### src/common/swBufCfgPkg.sv
// Receive buffer configuration
// sizes and counts shared by the packers, FIFOs and reader
`default_nettype none

package swBufCfgPkg;

  localparam int FLOWS           = 2;   // number of receive flows
  localparam int RX_DATA_WIDTH   = 16;  // flow word width
  localparam int DATA_WIDTH      = 64;  // buffer and bus word width
  localparam int BLOCK_SIZE      = 16;  // FIFO depth in buffer words
  localparam int WORDS_PER_BLOCK = 4;   // input words per buffer word
  localparam int FLOW_ID_WIDTH   = 1;   // flow index width

  // derived sizes
  localparam int LANE_WIDTH   = $clog2(WORDS_PER_BLOCK);  // lane counter bits
  localparam int PTR_WIDTH    = $clog2(BLOCK_SIZE);       // FIFO address bits
  localparam int BYTES_PER_RX = RX_DATA_WIDTH / 8;        // bytes per flow word

endpackage : swBufCfgPkg

`default_nettype wire

### src/common/swBufFmtPkg.sv
// Buffer word formats
// a stored word is either packed payload or a packet descriptor
`default_nettype none

package swBufFmtPkg;

  // descriptor appended after the last data word of a packet
  typedef struct packed {
    logic [7:0]  flowId;     // source flow
    logic [15:0] byteCount;  // packet length in bytes
    logic [15:0] seqNum;     // per-flow packet number, wraps
    logic [23:0] reserved;   // always zero
  } pktDesc_t;

  // one buffer word, decoded by the descriptor tag that travels beside it
  typedef union packed {
    logic [swBufCfgPkg::DATA_WIDTH-1:0] raw;   // payload lanes, lane 0 in the low bits
    pktDesc_t                           desc;  // descriptor view
  } bufWord_u;

endpackage : swBufFmtPkg

`default_nettype wire

### src/flowPacker.sv
// Flow packer
// gathers narrow receive words into buffer words, closes each packet with a descriptor
`timescale 1ns/1ps
`default_nettype none

module flowPacker (
  input  wire logic                                  CLK,
  input  wire logic                                  rstN,
  input  wire logic [swBufCfgPkg::FLOW_ID_WIDTH-1:0] flowId,
  input  wire logic [swBufCfgPkg::RX_DATA_WIDTH-1:0] rxData,
  input  wire logic                                  rxSop,
  input  wire logic                                  rxEop,
  input  wire logic                                  rxValid,
  output logic                                       rxReady,
  output swBufFmtPkg::bufWord_u                      pkData,
  output logic                                       pkDesc,
  output logic                                       pkValid,
  input  wire logic                                  pkReady
);

  import swBufCfgPkg::*;
  import swBufFmtPkg::*;

  logic [LANE_WIDTH-1:0] laneCnt;   // next free lane
  logic [DATA_WIDTH-1:0] asmData;   // partial buffer word
  logic [15:0]           byteCnt;   // bytes of current packet
  logic [15:0]           seqNum;    // packets sent on this flow
  logic                  descPend;  // eop taken, descriptor not yet gone
  logic                  pktOpen;   // between sop and eop
  logic                  live;      // high from first cycle after reset
  logic                  rxFire;
  logic                  pkFire;
  logic                  flush;     // this input word completes a buffer word
  logic [LANE_WIDTH-1:0] lane;      // lane of incoming word
  logic [DATA_WIDTH-1:0] asmNext;   // assembly incl incoming word
  bufWord_u              descWord;  // descriptor for current packet

  // take input only when the output register is free or draining
  assign rxReady = live & ~descPend & (~pkValid | pkReady);
  assign rxFire  = rxValid & rxReady;
  assign pkFire  = pkValid & pkReady;

  always_comb begin
    lane    = rxSop ? '0 : laneCnt;  // sop restarts at lane 0
    asmNext = rxSop ? '0 : asmData;
    asmNext[lane*RX_DATA_WIDTH +: RX_DATA_WIDTH] = rxData;
    flush   = rxFire & (rxEop | (lane == LANE_WIDTH'(WORDS_PER_BLOCK - 1)));
  end

  always_comb begin
    descWord.raw            = '0;  // reserved bits stay zero
    descWord.desc.flowId    = 8'(flowId);
    descWord.desc.byteCount = byteCnt;
    descWord.desc.seqNum    = seqNum;
  end

  always_ff @(posedge CLK or negedge rstN) begin
    if (!rstN) begin
      live     <= 1'b0;
      laneCnt  <= '0;
      asmData  <= '0;
      byteCnt  <= '0;
      seqNum   <= '0;
      descPend <= 1'b0;
      pktOpen  <= 1'b0;
      pkValid  <= 1'b0;
      pkDesc   <= 1'b0;
    end else begin
      live <= 1'b1;
      if (pkFire) begin
        if (pkDesc) begin           // descriptor taken, packet closed
          pkValid  <= 1'b0;
          pkDesc   <= 1'b0;
          descPend <= 1'b0;
        end else if (descPend) begin  // last data gone, descriptor next
          pkDesc  <= 1'b1;
          seqNum  <= seqNum + 16'd1;
          byteCnt <= '0;
        end else begin
          pkValid <= 1'b0;
        end
      end
      if (rxFire) begin
        byteCnt <= byteCnt + 16'(BYTES_PER_RX);
        pktOpen <= ~rxEop;
        if (flush) begin
          laneCnt  <= '0;
          asmData  <= '0;             // unused lanes of next word start at zero
          pkValid  <= 1'b1;
          pkDesc   <= 1'b0;
          descPend <= rxEop;
        end else begin
          laneCnt <= lane + 1'b1;
          asmData <= asmNext;
        end
      end
    end
  end

  // output payload, loaded from assembly or with the descriptor
  always_ff @(posedge CLK) begin
    if (flush) begin
      pkData.raw <= asmNext;
    end else if (pkFire && !pkDesc && descPend) begin
      pkData <= descWord;
    end
  end

  // a new packet only starts after the previous one saw eop
  assert property (@(posedge CLK) disable iff (!rstN) rxFire && rxSop |-> !pktOpen)
    else $error("flowPacker: sop accepted inside an open packet");

endmodule : flowPacker

`default_nettype wire

### config.mk
export PLATFORM = sky130hd
export DESIGN_NAME = flowPacker
export DESIGN_NICKNAME = d
export VERILOG_FILES = /design/src/common/swBufCfgPkg.sv /design/src/common/swBufFmtPkg.sv /design/src/flowPacker.sv
export SDC_FILE = /design/constraint.sdc
export NUM_CORES = 1
export LEC_CHECK = 0
export BUFFER_PORTS_ARGS = -buffer_cell sky130_fd_sc_hd__buf_2
export CORE_ASPECT_RATIO = 0.9
export CORE_MARGIN = 2
export CORE_UTILIZATION = 55
export DETAILED_ROUTE_END_ITERATION = 10
export HOLD_SLACK_MARGIN = 0.1
export PLACE_DENSITY = 0.83
export SLEW_MARGIN = 20
export SYNTH_ARGS = -nofsm -noshare
export SYNTH_HDL_FRONTEND = slang
export SYNTH_SLANG_ARGS = --single-unit
### constraint.sdc
create_clock -name CLK -period 4.32 [get_ports CLK]
set_input_delay 0.648 -clock CLK [delete_from_list [all_inputs] [get_ports CLK]]
set_output_delay 0.648 -clock CLK [all_outputs]
set_load 0.005 [all_outputs]
==> flow_summary.toml <==
[run_status]
outcome = "finished, final reports clean"

[clocking]
path_clk_slew_ns = 0.07
clockBufferDepth = 2
cts_sinks = 165
cts_setup_buffers = 0
ctsRootBufferMaster = "clkbuf_16"
htree_levels = 4
cts_made_buffers = 17
cts_hold_buf = 0
cts_tree = "built"
postCtsResizedCells = 0
clkLatencyLatePin_ns = 0.43

[yosys]
syn_avg_cell_area_um2 = 12.2
synth-seq-area-share = 0.629
synth_fa_ha_area_frac = 0.0124
postSynthRegisterBits = 165
synth_compound_area_frac = 0.167
synth_edf_count = 64
ys_async_sr_fraction = 0.612
ys.flop_type = "dfrtp_1"
syn-num-nets = 611
synth_warnings = 0
syn_inst = 581
synth_simple_gate_area_frac = 0.128
synthMuxAreaShare = 0.0142
synth_top_family_by_area = "compound AO/OA/AOI/OAI gates"
syn_area_mm2 = 0.00707
synthXorXnorAreaFrac = 0.0186
synth_cell_types = 43

[timing]
hold_viol_final = 0
slew_headroom = 0.292
fin_crit_sh = 0.758
worst_pin_slew_ns = 1.06
slew_violations = 0
holdWs_ns = 0.238
rsz0062_at_grt = "no"
setup_violations = 0
layout_min_cycle_time_ns = 3.27
skew_ns = 0.00967
fmax_ghz = 0.306
finalSetupTns_ns = 0

[floorplanning]
start_util = 0.559
rows = 39
die_y_um = 112
die_w_um = 123
design.die.area_mm2 = 0.0138
placeableCoreArea_mm2 = 0.0126
io_pins = 90

[flow_run]
cap_violations = 0

[pwr]
power_mw = 4.16
peakVddDrop_v = 0.000413
p_leak_nw = 3.50
cellPowerDensity_mw_per_mm2 = 508

[drt]
dr_total_vias = 5255
drc = 0
routed_wl_um = 16900
routed_via_density = 6.28
wl_per_cell_um = 20.2
drt-pass1-iter-count = 6
drtIter0Drc = 619
antenna_left = 0

[grt]
overflow = 0
grt_max_degree = 98
grt_antenna_before_repair = 0
track_usage = 0.259
grt_pass1_vias = 5146
grt_pass1_wl_um = 26900

[min_path]
hp-class = "primary input to asynchronous set/reset pin"

[cells_and_area]
syn_to_final_growth_pct = 15.9
antenna_cells = 0
nets = 690
fin_util = 0.648
num-fill-cells = 926
drive_gt1_frac = 0.210

[placement]
gp_congestion = 0.853
io_buffer_count = 89
hpwl_um = 10900

[setup_path]
startpoint_type = "primary input"
cp_data_required_time_ns = 4.69
path_class = "primary input to flip-flop"
cp-end-kind = "flip-flop"
cp.arrival_ns = 3.64
path_max_fanout = 21
rrSetupSlack_ns = 1.10
==> power by group <==
| group | leakage, nW | switching [mW] | internal, mW |
|---|---|---|---|
| registers | 1.99 | 0.139 | 1.86 |
| clock network | 0.268 | 0.654 | 0.808 |
| logic | 1.25 | 0.443 | 0.264 |
==> registers in the layout, indices dropped and copies added (netlist names) <==
register / count
laneCnt: 2
seqNum: 16
descPend: 1
byteCnt: 15
pkValid: 1
live: 1
asmData: 64
pkData: 64
pkDesc: 1
==> layout by cell type (no fill, tap or decap), types with 2 or more instances in the layout <==
master,instances
nor2b_1,3
mux2i_1,10
a21oi_1,3
inv_1,3
nor2_1,39
nand2_1,63
dfrtp_1,101
o21ai_0,34
nand4_1,11
edfxtp_1,64
clkbuf_16,17
nand3_1,13
buf_2,88
and2_1,16
clkinvlp_4,4
inv_8,2
buf_4,11
a32oi_1,16
a22o_1,50
and4b_1,3
and3_1,12
nor3_2,2
xnor2_1,14
and4_1,4
inv_6,5
nand2b_1,6
ha_1,7
a22oi_1,48
o31ai_1,3
==> layout make-up <==
class | count | area [µm²] | area share
Tap cell | 164 | 205 | 0.0250
Clock inverter | 14 | 140 | 0.0171
Clock buffer | 18 | 429 | 0.0524
Inverter | 4 | 17.5 | 0.00214
Multi-Input combinational cell | 372 | 2420 | 0.295
Sequential cell | 165 | 4450 | 0.543
Timing Repair Buffer | 100 | 534 | 0.0652
==> critical path, cell delays in order <==
cell and delay (ns):
buf_2 0.14, nand2b_1 0.54, ha_1 0.63, nor4bb_2 0.23, buf_4 0.25, nand2_1 0.10, nor3_2 0.80, a22o_1 0.29
==> per-stage QoR <==
step / worst slack, ns / instances / instance area (µm²)
final: 1.05 / 837 / 8190
after global routing: 0.785 / 837 / 8190
after CTS: 1.13 / 837 / 8190
after detailed placement: 0.701 / 805 / 7620
after global placement: 0.944 / 805 / 7620
after floorplan: 0.168 / 581 / 7070
==> worst paths after layout <==
kind | from | end | depth (start not counted)
hold reg to reg | seqNum[15] | seqNum[15] | 1
max in group asynchronous | rstN | asmData[20] | 2
setup / recovery | rxSop | asmData[45] | 8
hold / removal | rstN | descPend | 1
setup reg to reg | laneCnt[0] | asmData[45] | 7
min in group CLK | seqNum[15] | seqNum[15] | 1
==> Yosys cell counts, drive strengths merged (10+ instances only) <==
cell	instances	area share
nand2	64	0.034
a32oi	16	0.020
buf	14	0.014
xnor2	14	0.017
a22oi	48	0.051
nand4	11	0.0097
edfxtp	64	0.27
dfrtp	101	0.36
mux2i	10	0.014
clkbuf	26	0.014
and3	13	0.012
a22o	50	0.062
nand3	13	0.0092
nor2	40	0.022
and2	16	0.014
o21ai	34	0.024
==> layer usage <==
layer | vias up | wire, µm | global-route usage
li1 | 2335 | - | -
met1 | 2579 | 6840 | 0.363
met2 | 302 | 7950 | 0.384
met3 | 39 | 1600 | 0.0712
met4 | 0 | 479 | 0.109
met5 | - | 0 | 0
==> cells by family after synthesis <==
| logic type | count (synthesis) |
|---|---|
| other | 1 |
| adders and majority gates | 7 |
| and+or+nand+nor | 181 |
| xor gates and xnor gates | 15 |
| muxes | 10 |
| buffers and inverters | 44 |
| DFF | 165 |
| AOI/OAI and AO/OA | 158 |
Note: power is estimated with default switching activity, not from simulation.
